<file path="src/logic/fp_recip_macros.svh">
// ****************************************
// Reciprocal estimate unit constants
// Float field widths, table width and the
// host register map
// ****************************************

`ifndef FP_RECIP_MACROS_SVH
`define FP_RECIP_MACROS_SVH

// Single-precision field widths
`define FP_EXP_WIDTH 8
`define FP_SIG_WIDTH 23

// Reciprocal table address and data width
`define RECIP_LUT_WIDTH 6

// Host register addresses
`define RECIP_REG_CTRL 0
`define RECIP_REG_STATUS 1

`endif
</file>
<file path="src/logic/fp_recip_pkg.sv">
// ****************************************
// Reciprocal estimate unit types
// Operand class, exception flags and the
// payloads of both pipeline stages
// ****************************************

`default_nettype none

package fp_recip_pkg;

	// Operand class, ZERO also covers denormals since they flush to zero
	typedef enum logic [2:0]
	{
		ZERO,
		NORMAL,
		INF,
		QNAN,
		SNAN
	} fp_class_t;

	// Sticky exception flags, dz lands in the top bit of the status register
	typedef struct packed
	{
		logic dz;
		logic inv;
		logic uf;
	} recip_flags_t;

	// Stage 1 payload with the unresolved estimate
	typedef struct packed
	{
		logic [31:0] value;
		fp_class_t cls;
		logic [31:0] operand;
	} recip_raw_t;

	// Stage 2 payload with the final answer
	typedef struct packed
	{
		logic [31:0] value;
		recip_flags_t flags;
	} recip_result_t;

endpackage

`default_nettype wire

</file>
<file path="src/logic/fp_recip_unit.sv">
// ****************************************
// Floating-point reciprocal estimate unit
// Host handshake, two-stage datapath and
// register block
// ****************************************

`timescale 1ns/100ps
`default_nettype none

module fp_recip_unit
(
	input wire logic clk_i,
	input wire logic rst_n_i,
	input wire logic req_i,
	input wire logic [31:0] operand_i,
	output logic ack_o,
	output logic [31:0] result_o,
	output fp_recip_pkg::recip_flags_t flags_o,
	input wire logic cfg_we_i,
	input wire logic cfg_addr_i,
	input wire logic [31:0] cfg_wdata_i,
	output logic [31:0] cfg_rdata_o
);

	import fp_recip_pkg::*;

	logic launch_valid;
	logic [31:0] launch_operand;
	recip_raw_t raw_est;
	logic s1_valid;
	recip_raw_t s1_raw;
	recip_result_t resolved;
	logic s2_valid;
	recip_result_t s2_result;
	logic dnan_en;

	recip_req_port port
	(
		.clk_i(clk_i),
		.rst_n_i(rst_n_i),
		.req_i(req_i),
		.operand_i(operand_i),
		.ack_o(ack_o),
		.result_o(result_o),
		.flags_o(flags_o),
		.launch_valid_o(launch_valid),
		.launch_operand_o(launch_operand),
		.done_valid_i(s2_valid),
		.done_i(s2_result)
	);

	// Table lookup and exponent math in the launch cycle
	fp_reciprocal_estimate estimate
	(
		.value_i(launch_operand),
		.raw_o(raw_est)
	);

	pipe_stage #(.payload_t(recip_raw_t)) stage1
	(
		.clk_i(clk_i),
		.rst_n_i(rst_n_i),
		.valid_i(launch_valid),
		.data_i(raw_est),
		.valid_o(s1_valid),
		.data_o(s1_raw)
	);

	// Special cases are settled between the two registers
	fp_recip_resolve resolve
	(
		.raw_i(s1_raw),
		.dnan_en_i(dnan_en),
		.result_o(resolved)
	);

	pipe_stage #(.payload_t(recip_result_t)) stage2
	(
		.clk_i(clk_i),
		.rst_n_i(rst_n_i),
		.valid_i(s1_valid),
		.data_i(resolved),
		.valid_o(s2_valid),
		.data_o(s2_result)
	);

	// Flags reach the status register on the same edge as ack
	recip_cfg_regs regs
	(
		.clk_i(clk_i),
		.rst_n_i(rst_n_i),
		.cfg_we_i(cfg_we_i),
		.cfg_addr_i(cfg_addr_i),
		.cfg_wdata_i(cfg_wdata_i),
		.cfg_rdata_o(cfg_rdata_o),
		.flag_set_i(s2_result.flags),
		.flag_set_valid_i(s2_valid),
		.dnan_en_o(dnan_en)
	);

endmodule

`default_nettype wire

</file>
<file path="src/logic/recip_req_port.sv">
// ****************************************
// Four-phase host front end
// Captures the operand, launches it and
// holds the result until req drops
// ****************************************

`timescale 1ns/100ps
`default_nettype none

module recip_req_port
(
	input wire logic clk_i,
	input wire logic rst_n_i,
	input wire logic req_i,
	input wire logic [31:0] operand_i,
	output logic ack_o,
	output logic [31:0] result_o,
	output fp_recip_pkg::recip_flags_t flags_o,
	output logic launch_valid_o,
	output logic [31:0] launch_operand_o,
	input wire logic done_valid_i,
	input wire fp_recip_pkg::recip_result_t done_i
);

	import fp_recip_pkg::*;

	typedef enum logic [1:0]
	{
		PORT_IDLE,
		PORT_BUSY,
		PORT_ACK
	} port_state_t;

	port_state_t state_q;
	logic launch_q;
	logic [31:0] operand_q;
	logic [31:0] result_q;
	recip_flags_t flags_q;
	logic start;

	// IDLE is only re-entered with req low so req high here is a fresh rising edge
	assign start = (state_q == PORT_IDLE) && req_i;

	always_ff @(posedge clk_i or negedge rst_n_i)
	begin
		if (!rst_n_i)
		begin
			state_q <= PORT_IDLE;
			launch_q <= 1'b0;
		end
		else
		begin
			launch_q <= start;
			case (state_q)
				PORT_IDLE:
					if (req_i)
						state_q <= PORT_BUSY;
				PORT_BUSY:
					// Result comes back a fixed two cycles after launch
					if (done_valid_i)
						state_q <= PORT_ACK;
				PORT_ACK:
					if (!req_i)
						state_q <= PORT_IDLE;
				default:
					state_q <= PORT_IDLE;
			endcase
		end
	end

	// Operand is held for the launch cycle
	always_ff @(posedge clk_i)
	begin
		if (start)
			operand_q <= operand_i;
	end

	// Result and flags freeze for the whole ack phase
	always_ff @(posedge clk_i)
	begin
		if (state_q == PORT_BUSY && done_valid_i)
		begin
			result_q <= done_i.value;
			flags_q <= done_i.flags;
		end
	end

	assign ack_o = (state_q == PORT_ACK);
	assign result_o = result_q;
	assign flags_o = flags_q;
	assign launch_valid_o = launch_q;
	assign launch_operand_o = operand_q;

endmodule

`default_nettype wire

</file>
<file path="src/logic/recip_cfg_regs.sv">
// ****************************************
// Configuration and status registers
// Default-NaN control bit and sticky
// write-1-to-clear exception flags
// ****************************************

`timescale 1ns/100ps
`default_nettype none

`include "fp_recip_macros.svh"

module recip_cfg_regs
(
	input wire logic clk_i,
	input wire logic rst_n_i,
	input wire logic cfg_we_i,
	input wire logic cfg_addr_i,
	input wire logic [31:0] cfg_wdata_i,
	output logic [31:0] cfg_rdata_o,
	input wire fp_recip_pkg::recip_flags_t flag_set_i,
	input wire logic flag_set_valid_i,
	output logic dnan_en_o
);

	import fp_recip_pkg::*;

	logic dnan_en_q;
	recip_flags_t status_q;
	logic [2:0] status_kept;
	logic [2:0] status_set;
	logic ctrl_sel;
	logic status_sel;

	assign ctrl_sel = (cfg_addr_i == 1'(`RECIP_REG_CTRL));
	assign status_sel = (cfg_addr_i == 1'(`RECIP_REG_STATUS));

	// Bits written with 1 drop out of the status
	assign status_kept = (cfg_we_i && status_sel) ? (status_q & ~cfg_wdata_i[2:0]) : status_q;

	// New flags are ORed in after the clear so a set on the same edge wins
	assign status_set = flag_set_valid_i ? flag_set_i : 3'b000;

	always_ff @(posedge clk_i or negedge rst_n_i)
	begin
		if (!rst_n_i)
		begin
			dnan_en_q <= 1'b0;
			status_q <= '0;
		end
		else
		begin
			if (cfg_we_i && ctrl_sel)
				dnan_en_q <= cfg_wdata_i[0];
			status_q <= status_kept | status_set;
		end
	end

	// Unused bits of the read mux read as zero
	always_comb
	begin
		cfg_rdata_o = '0;
		if (ctrl_sel)
			cfg_rdata_o[0] = dnan_en_q;
		else
			cfg_rdata_o[2:0] = status_q;
	end

	assign dnan_en_o = dnan_en_q;

endmodule

`default_nettype wire

</file>
<file path="src/logic/fp_recip_resolve.sv">
// ****************************************
// Special case resolver
// Final reciprocal value and exception
// flags from the raw estimate
// ****************************************

`timescale 1ns/100ps
`default_nettype none

`include "fp_recip_macros.svh"

module fp_recip_resolve
(
	input wire fp_recip_pkg::recip_raw_t raw_i,
	input wire logic dnan_en_i,
	output fp_recip_pkg::recip_result_t result_o
);

	import fp_recip_pkg::*;

	localparam logic [31:0] DEFAULT_NAN = 32'h7FC0_0000;

	logic sign;

	assign sign = raw_i.operand[31];

	always_comb
	begin
		result_o.value = raw_i.value;
		result_o.flags = '0;
		case (raw_i.cls)
			ZERO:
			begin
				// 1/0 is an infinity of the same sign
				result_o.value = {sign, {`FP_EXP_WIDTH{1'b1}}, {`FP_SIG_WIDTH{1'b0}}};
				result_o.flags.dz = 1'b1;
			end
			INF:
			begin
				result_o.value = {sign, 31'b0};
			end
			QNAN, SNAN:
			begin
				// Without default NaN mode the payload survives but is quieted
				if (dnan_en_i)
					result_o.value = DEFAULT_NAN;
				else
					result_o.value = raw_i.operand | (32'd1 << (`FP_SIG_WIDTH - 1));
				result_o.flags.inv = (raw_i.cls == SNAN);
			end
			default:
			begin
				// A zero raw exponent on a normal operand marks an underflow
				if (raw_i.value[`FP_SIG_WIDTH +: `FP_EXP_WIDTH] == '0)
				begin
					result_o.value = {sign, 31'b0};
					result_o.flags.uf = 1'b1;
				end
			end
		endcase
	end

endmodule

`default_nettype wire

</file>
<file path="src/logic/pipe_stage.sv">
// ****************************************
// Pipeline register with valid
// Payload type is a parameter
// ****************************************

`timescale 1ns/100ps
`default_nettype none

module pipe_stage
#(
	parameter type payload_t = logic [31:0]
)
(
	input wire logic clk_i,
	input wire logic rst_n_i,
	input wire logic valid_i,
	input wire payload_t data_i,
	output logic valid_o,
	output payload_t data_o
);

	// Valid follows the input every cycle so a launch moves as a single pulse
	always_ff @(posedge clk_i or negedge rst_n_i)
	begin
		if (!rst_n_i)
			valid_o <= 1'b0;
		else
			valid_o <= valid_i;
	end

	// Data only moves with a valid beat
	always_ff @(posedge clk_i)
	begin
		if (valid_i)
			data_o <= data_i;
	end

endmodule

`default_nettype wire

</file>
<file path="src/logic/fp_reciprocal_estimate.sv">
// ****************************************
// Reciprocal estimate datapath
// Classifies the operand and forms the
// raw table-based reciprocal
// ****************************************

`timescale 1ns/100ps
`default_nettype none

`include "fp_recip_macros.svh"

module fp_reciprocal_estimate
(
	input wire logic [31:0] value_i,
	output fp_recip_pkg::recip_raw_t raw_o
);

	import fp_recip_pkg::*;

	localparam int EXP_CALC_WIDTH = `FP_EXP_WIDTH + 2;

	logic sign;
	logic [`FP_EXP_WIDTH-1:0] exp_in;
	logic [`FP_SIG_WIDTH-1:0] sig_in;
	logic [`RECIP_LUT_WIDTH-1:0] lut_data;
	logic [EXP_CALC_WIDTH-1:0] exp_calc;
	logic [`FP_EXP_WIDTH-1:0] exp_out;
	logic [`FP_SIG_WIDTH-1:0] sig_out;
	fp_class_t cls;

	assign sign = value_i[31];
	assign exp_in = value_i[`FP_SIG_WIDTH +: `FP_EXP_WIDTH];
	assign sig_in = value_i[`FP_SIG_WIDTH-1:0];

	// Top significand bits pick the table slot
	reciprocal_rom rom
	(
		.addr_i(sig_in[`FP_SIG_WIDTH-1 -: `RECIP_LUT_WIDTH]),
		.data_o(lut_data)
	);

	// Exponent all ones is infinity or NaN, the top fraction bit marks a quiet NaN
	always_comb
	begin
		if (exp_in == '0)
			cls = ZERO;
		else if (exp_in != '1)
			cls = NORMAL;
		else if (sig_in == '0)
			cls = INF;
		else if (sig_in[`FP_SIG_WIDTH-1])
			cls = QNAN;
		else
			cls = SNAN;
	end

	always_comb
	begin
		// An exact power of two has reciprocal 1.0, one exponent step higher
		// The table cannot hold that case since it would need a seventh bit
		if (sig_in == '0)
		begin
			exp_calc = EXP_CALC_WIDTH'(254) - {2'b00, exp_in};
			sig_out = '0;
		end
		else
		begin
			exp_calc = EXP_CALC_WIDTH'(253) - {2'b00, exp_in};
			sig_out = {lut_data, {(`FP_SIG_WIDTH - `RECIP_LUT_WIDTH){1'b0}}};
		end

		// A wrapped or zero exponent means the result is below the normal range
		if (exp_calc[EXP_CALC_WIDTH-1] || exp_calc == '0)
			exp_out = '0;
		else
			exp_out = exp_calc[`FP_EXP_WIDTH-1:0];
	end

	// Only normal operands carry a computed estimate, the rest pass the operand on
	assign raw_o.value = (cls == NORMAL) ? {sign, exp_out, sig_out} : value_i;
	assign raw_o.cls = cls;
	assign raw_o.operand = value_i;

endmodule

`default_nettype wire

</file>
<file path="src/logic/reciprocal_rom.sv">
// ****************************************
// Reciprocal significand table
// 64 entries of 2/m - 1 fraction bits,
// read combinationally
// ****************************************

`timescale 1ns/100ps
`default_nettype none

`include "fp_recip_macros.svh"

module reciprocal_rom
(
	input wire logic [`RECIP_LUT_WIDTH-1:0] addr_i,
	output logic [`RECIP_LUT_WIDTH-1:0] data_o
);

	localparam int LUT_DEPTH = 1 << `RECIP_LUT_WIDTH;

	// Each entry covers one slice of the significand range [1, 2)
	// The value is taken at the midpoint of that slice, m = 1 + (2a + 1) / 128
	// so 2/m - 1 scaled by 64 reduces to 64 * (127 - 2a) / (129 + 2a)
	function automatic logic [LUT_DEPTH-1:0][`RECIP_LUT_WIDTH-1:0] build_table();
		logic [LUT_DEPTH-1:0][`RECIP_LUT_WIDTH-1:0] tbl;
		int unsigned num;
		int unsigned den;
		for (int a = 0; a < LUT_DEPTH; a++)
		begin
			num = LUT_DEPTH * (2 * LUT_DEPTH - 1 - 2 * a);
			den = 2 * LUT_DEPTH + 1 + 2 * a;
			// Integer division floors, which is what the table wants
			tbl[a] = `RECIP_LUT_WIDTH'(num / den);
		end
		return tbl;
	endfunction

	// Whole table is a constant, built once at elaboration
	localparam logic [LUT_DEPTH-1:0][`RECIP_LUT_WIDTH-1:0] RECIP_TABLE = build_table();

	assign data_o = RECIP_TABLE[addr_i];

endmodule

`default_nettype wire

</file>
<file path="config.mk">
export PLATFORM = sky130hd
export DESIGN_NAME = fp_recip_unit
export DESIGN_NICKNAME = d
export VERILOG_FILES = /design/src/logic/fp_recip_pkg.sv /design/src/logic/fp_recip_unit.sv /design/src/logic/recip_req_port.sv /design/src/logic/recip_cfg_regs.sv /design/src/logic/fp_recip_resolve.sv /design/src/logic/pipe_stage.sv /design/src/logic/fp_reciprocal_estimate.sv /design/src/logic/reciprocal_rom.sv
export VERILOG_INCLUDE_DIRS = /design/src /design/src/logic
export SDC_FILE = /design/constraint.sdc
export NUM_CORES = 1
export LEC_CHECK = 0
export BUFFER_PORTS_ARGS = -buffer_cell sky130_fd_sc_hd__buf_2
export CORE_ASPECT_RATIO = 2
export CORE_MARGIN = 8
export CORE_UTILIZATION = 45
export CTS_BUF_LIST = sky130_fd_sc_hd__clkbuf_16
export CTS_CLUSTER_SIZE = 20
export DETAILED_ROUTE_END_ITERATION = 8
export MAX_ROUTING_LAYER = met4
export PLACE_DENSITY_LB_ADDON = 0.2
export SYNTH_ARGS = -nofsm -noshare
export SYNTH_HDL_FRONTEND = slang
export SYNTH_SLANG_ARGS = --single-unit
</file>
<file path="constraint.sdc">
create_clock -name clk_i -period 3.1 [get_ports clk_i]
set_clock_uncertainty 0.2 [all_clocks]
set_input_delay 0.155 -clock clk_i [delete_from_list [all_inputs] [get_ports clk_i]]
set_output_delay 0.155 -clock clk_i [all_outputs]
set_load 0.01 [all_outputs]
</file>
; ---- Yosys cells after proc, flatten, opt, wreduce, memory -nomap -nowiden
; Memory sizes are Yosys's and may differ from the RTL's. A register that Yosys moved wholly into a read port is not among the register bits.
; Cells that the tools add are included.
[op_classes]
addsub = 2
n_lt_le_gt_ge = 1
eq_ne = 10
muxes = 23
n_bitwise = 4
reduce_logical = 14
[ops]
columns = op, n
row1 = $pmux W32 S3, 1
row2 = $mux W32, 2
row3 = $mux W31, 1
row4 = $logic_not A23 Y1, 1
row5 = $mux W23, 1
row6 = $mux W3, 6
row7 = $sub A8 B8 Y9 const A, 2
row8 = $logic_not A8 Y1, 2
row9 = $mux W6, 2
row10 = $logic_not A10 Y1, 1
row11 = $mux W10, 1
row12 = $mux W2, 4
row13 = $mux W8, 1
row14 = $ne A8 B8 Y1 const B, 1
row15 = $lt A6 B7 Y1 const B, 1
row16 = $eq A3 B2 Y1 const B, 2
row17 = $pmux W2 S3, 1
row18 = $logic_and A1 B1 Y1, 4
row19 = $ne A2 B2 Y1 const B, 2
row20 = $reduce_or A4 Y1, 1
row21 = $and A3 B3 Y3, 1
row22 = $eq A3 B1 Y1 const B, 1
row23 = $eq A3 B3 Y1 const B, 1
row24 = $logic_not A3 Y1, 1
row25 = other kinds (11), 13
[totals]
regBits = 178
rom_bits = 384
in_bits = 69
output_inout_bits = 68
wordCells = 75
n_memories = 1
[memory_table]
columns = name, depth, width, rd, rd_clocked_by_memory_dff, write_ports, line_no
row1 = (name not given), 64, 6, 1, 1, 0, reciprocal_rom.sv:40  ; assign data_o = RECIP_TABLE[addr_i];

; ---- Logic depth before layout (Yosys ltp)
[logic_depth]
word_depth = 6
mapped_depth = 11
mapped_depth_nobuf = 9

; ---- Cells and area by module
; Synthesis repeated with hierarchy kept, for this count alone.
[hier_totals]
cells_unflattened = 513
hier_area_um2 = 7813.7
[modules_own_cells]
columns = mod, instances, cells_each, area_each_um2, seq_area_each_um2
row1 = recip_req_port, 1, 78, 2138.3, 2087.0
row2 = pipe_stage (stage1), 1, 68, 2037.0, 2037.0
row3 = pipe_stage (stage2), 1, 36, 1076.0, 1076.0
row4 = fp_reciprocal_estimate, 1, 121, 875.8, 0.0
row5 = fp_recip_resolve, 1, 88, 679.4, 0.0
row6 = reciprocal_rom, 1, 77, 589.3, 0.0
row7 = recip_cfg_regs, 1, 45, 417.9, 100.1

; ---- Least setup slack after synthesis
; Ideal clock, no wire load.
[synth_timing]
kind = reg-to-reg
from = reg port.state_q[0]
to = reg estimate.lut_data[2] (netlist name)
setup_time_ns = 0.070
arrival_time_ns = 2.876
t_required_ns = 2.830
path_slack_ns = -0.046
path_stages_with_launch = 10
path_buffers = 1
synth_period_minus_slack_ns = 3.146
cell_sequence = dfrtp_1 > nor3b_1 > buf_2 > mux2i_1 > inv_1 > ha_1 > nor2_1 > a21oi_1 > mux4_2 > a21oi_1
[synth_rtl]
columns = item, line_no
row1 = start: declaration, recip_req_port.sv:34  ; port_state_t state_q;
row2 = start signal: assignment, recip_req_port.sv:48  ; state_q <= PORT_IDLE;
row3 = start signal: assignment, recip_req_port.sv:57  ; state_q <= PORT_BUSY;
row4 = start signal: assignment, recip_req_port.sv:61  ; state_q <= PORT_ACK;

==> flow_metrics.tcl <==
set metrics [dict create \
    status "finished, final reports clean" \
    yosysWarningCount 0 \
    critPathLaunchType "flip-flop" \
    die_h_um 200 \
    pre_cts_slack_ns 0.262 \
    cts_tree "done" \
    max_freq_mhz 352 \
    p_sw_w 0.00216 \
    ff2ff_setup_slack_ns 0.26 \
    combPwrFrac_pct 20.5 \
    antenna_found_initial 0 \
    cell_internal_pwr_w 0.00549 \
    p_per_area_mw_per_mm2 822 \
    r2r-start "port.launch_operand_o[22]" \
    setup.worst_path.start "port.launch_operand_o[22]" \
    initial_core_util_pct 45.7 \
    slew_violations 0 \
    wire_per_inst_um 16.5 \
    grt_max_degree 67 \
    rsz0062_at_grt "false" \
    crit_type "flip-flop to flip-flop" \
    synthCells 496 \
    fp.coreArea_mm2 0.0167 \
    stdcell_area_mm2 0.00930 \
    drt-pass1-iter-count 4 \
    max_stage_delay_ns 0.53 \
    num_io_pins 137 \
    worst-slew-pin-transition_ns 0.795 \
    cts_root_buffer "clkbuf_16" \
    row_count 67 \
    final-hold-violation-count 0 \
    syn_area_mm2 0.00762 \
    synth_edf_count 167 \
    route.detailed.drc 0 \
    placed_cell_area_mm2 0.00825 \
    slew_headroom_pct 47.0 \
    dr.first_iter.drc_count 255 \
    synthArstFlopShare_pct 4.95 \
    syn2layout_area_growth_pct 22.0 \
    dp_hpwl_um 10200 \
    dieArea_mm2 0.0216 \
    p_seq_share_pct 50.6 \
    layout_common_cells "edfxtp_1, buf_2, dlygate4sd3_1, a22o_1, conb_1" \
    numPortBuffers 78 \
    fin_tns_setup_ns 0 \
    period_needed_ns 2.84 \
    hold_slack_ns 0.213 \
    critical_path.cell_chain "nor4_4 > and4_1 > mux2i_1 > o211ai_1 > o2111a_1 > or3_4 > o221ai_2" \
    peakVddDrop_mv 0.439 \
    ys_seq_area_share_pct 70.3 \
    crit_path_end_kind "flip-flop" \
    cts.sinks 182 \
    crit_path_end "stage1.data_o[59]" \
    power_switching_share_pct 28.2 \
    cp.required_ns 3.17 \
    clkLatencyLatePin_ns 0.43 \
    syn_avg_cell_area_um2 15.4 \
    cts_made_buffers 17 \
    wirelength_um 14100 \
    grt_pass1_vias 4724 \
    ctsLongestPathBuffers 2 \
    vias 4474 \
    synth.distinct_cells 60 \
    p_leak_nw 3.48 \
    r2r_end "stage1.data_o[59]" \
    critPathArrivalTime_ns 2.91 \
    maxCapViolCount 0 \
    gp_congestion 0.916 \
    antenna_cells 0 \
    fin_crit_sh_pct 91.7 \
    finalWorstSetupSlack_ns 0.257 \
    vias_per_cell 5.22 \
    grt_overflow 0 \
    cpMaxStageDelayCell "edfxtp_1" \
    clockPowerShare_pct 28.9 \
    final_nets 721 \
    crit_fanout 6 \
    ys_ff_latch 182 \
    final_common_cell "edfxtp_1" \
    grt_pass1_wl_um 23100 \
    synth_ff_type "edfxtp_1" \
    cts_resized 0 \
    finalSetupViolCount 0 \
    rr_worst_depth 7 \
    cts_max_level 4 \
    drive_gt1_share_pct 24.3 \
    hold_class "flip-flop to flip-flop" \
    track_usage_pct 14.3 \
    clk_pin_slew_ns 0.07 \
    die_w_um 108 \
    detail-route-antenna-nets 0 \
]
flip-flops by register name, summed over array words and instances, names as in the netlist:
register,cells
port.launch_valid_o,1
port.state_q,2
stage1.valid_o,1
stage2.data_o,35
port.flags_o,3
stage1.data_o,65
regs.dnan_en_o,1
estimate.lut_data,6
port.result_o,32
stage2.valid_o,1
port.launch_operand_o,32
regs.status_q,3
power groups by stage:
stage               sequential (W)  combinational [W]  clock (W)
CTS                        0.00387            0.00158    0.00226
global route               0.00394            0.00176    0.00236
detailed placement         0.00393            0.00153          0
floorplan                  0.00396           0.000945          0
global placement           0.00389            0.00150          0
finish                     0.00387            0.00157    0.00221
repair_timing:
action / 4_1_cts / 5_1_grt
hold endpoints to repair: 49 / 0
setup buffers: 0 / 0
hold buffers: 43 / 0
cells in the mapped netlist, types with 4 or more instances:
| master | n | area (um^2) |
|---|---|---|
| a21oi_1 | 12 | 60.1 |
| a22o_1 | 31 | 272 |
| and2_1 | 23 | 144 |
| buf_4 | 31 | 233 |
| clkbuf_1 | 11 | 41.3 |
| dfrtp_1 | 9 | 225 |
| dfxtp_1 | 6 | 120 |
| edfxtp_1 | 167 | 5010 |
| ha_1 | 15 | 188 |
| inv_1 | 9 | 33.8 |
| mux2i_1 | 9 | 90.1 |
| nand2_1 | 27 | 101 |
| nand2b_1 | 4 | 25.0 |
| nand3_1 | 10 | 50.1 |
| nor2_1 | 20 | 75.1 |
| nor2b_1 | 7 | 43.8 |
| nor3_1 | 4 | 20.0 |
| nor4_1 | 4 | 25.0 |
| nor4_4 | 4 | 85.1 |
| o211ai_1 | 4 | 30.0 |
| o21ai_0 | 19 | 95.1 |
| o221a_2 | 8 | 90.1 |
| xnor2_1 | 6 | 52.6 |
through the flow:
step / total power [W] / utilization [%] / instances
after CTS: 0.00771 / 55.8 / 857
after floorplan: 0.00491 / - / 524
final: 0.00765 / 55.8 / 857
after global placement: 0.00539 / 49.5 / 782
after global routing: 0.00805 / 55.8 / 857
after detailed placement: 0.00546 / 49.5 / 782
worst min path at each step:
| stage | from | endpoint | slack, ns | cells after the start |
|---|---|---|---|---|
| 2_1_floorplan | rst_n_i | port.launch_valid_o | -0.34 | 0 |
| 3_3_place_gp | rst_n_i | port.state_q[0] | -0.19 | 1 |
| 3_5_place_dp | rst_n_i | port.state_q[0] | -0.18 | 1 |
| 4_1_cts | operand_i[23] | port.launch_operand_o[23] | 0.21 | 2 |
| 5_1_grt | operand_i[24] | port.launch_operand_o[24] | 0.22 | 2 |
| 6_report | stage2.data_o[18] | port.result_o[15] | 0.21 | 0 |
worst max-delay path: cells and delay by family (launching register included):
family          cells  cell delay [ns]
compound gates      3             0.49
simple gates        3             1.18
flops               1             0.53
mux                 1             0.27
layout make-up:
class | instances | area [um^2]
fillers | 1371 | 7380
inverters | 10 | 37.5
multi-input cells | 287 | 2050
clock inverters | 15 | 191
clock buffers | 17 | 425
flip-flops and latches | 182 | 5360
well taps | 207 | 259
repair buffers | 139 | 981
kinds of logic (layout without fill, tap and decap cells):
group                      count (synthesis)  count (layout)  share of synthesized area [%]
other                                      1              29                         0.0492
xor gates and xnor gates                   6               6                          0.689
adders and majority gates                 15              15                           2.46
and+or+nand+nor                          117             117                           9.31
AOI/OAI and AO/OA                        107             107                           11.0
buffers and inverters                     55             181                           4.28
muxes                                     13              13                           1.92
DFF                                      182             182                           70.3
metal layers:
layer | global-route usage (%) | share of wire (%) | wire [um] | vias to the layer above
met2 | 25.9 | 56 | 7910 | 135
met5 | - | 0 | 0 | -
li1 | - | - | - | 2141
met4 | 8.13 | 3.2 | 459 | 0
met3 | 3.18 | 5.5 | 779 | 31
met1 | 13.2 | 35 | 4980 | 2167
No activity file was read; power rests on OpenSTA's default activity.
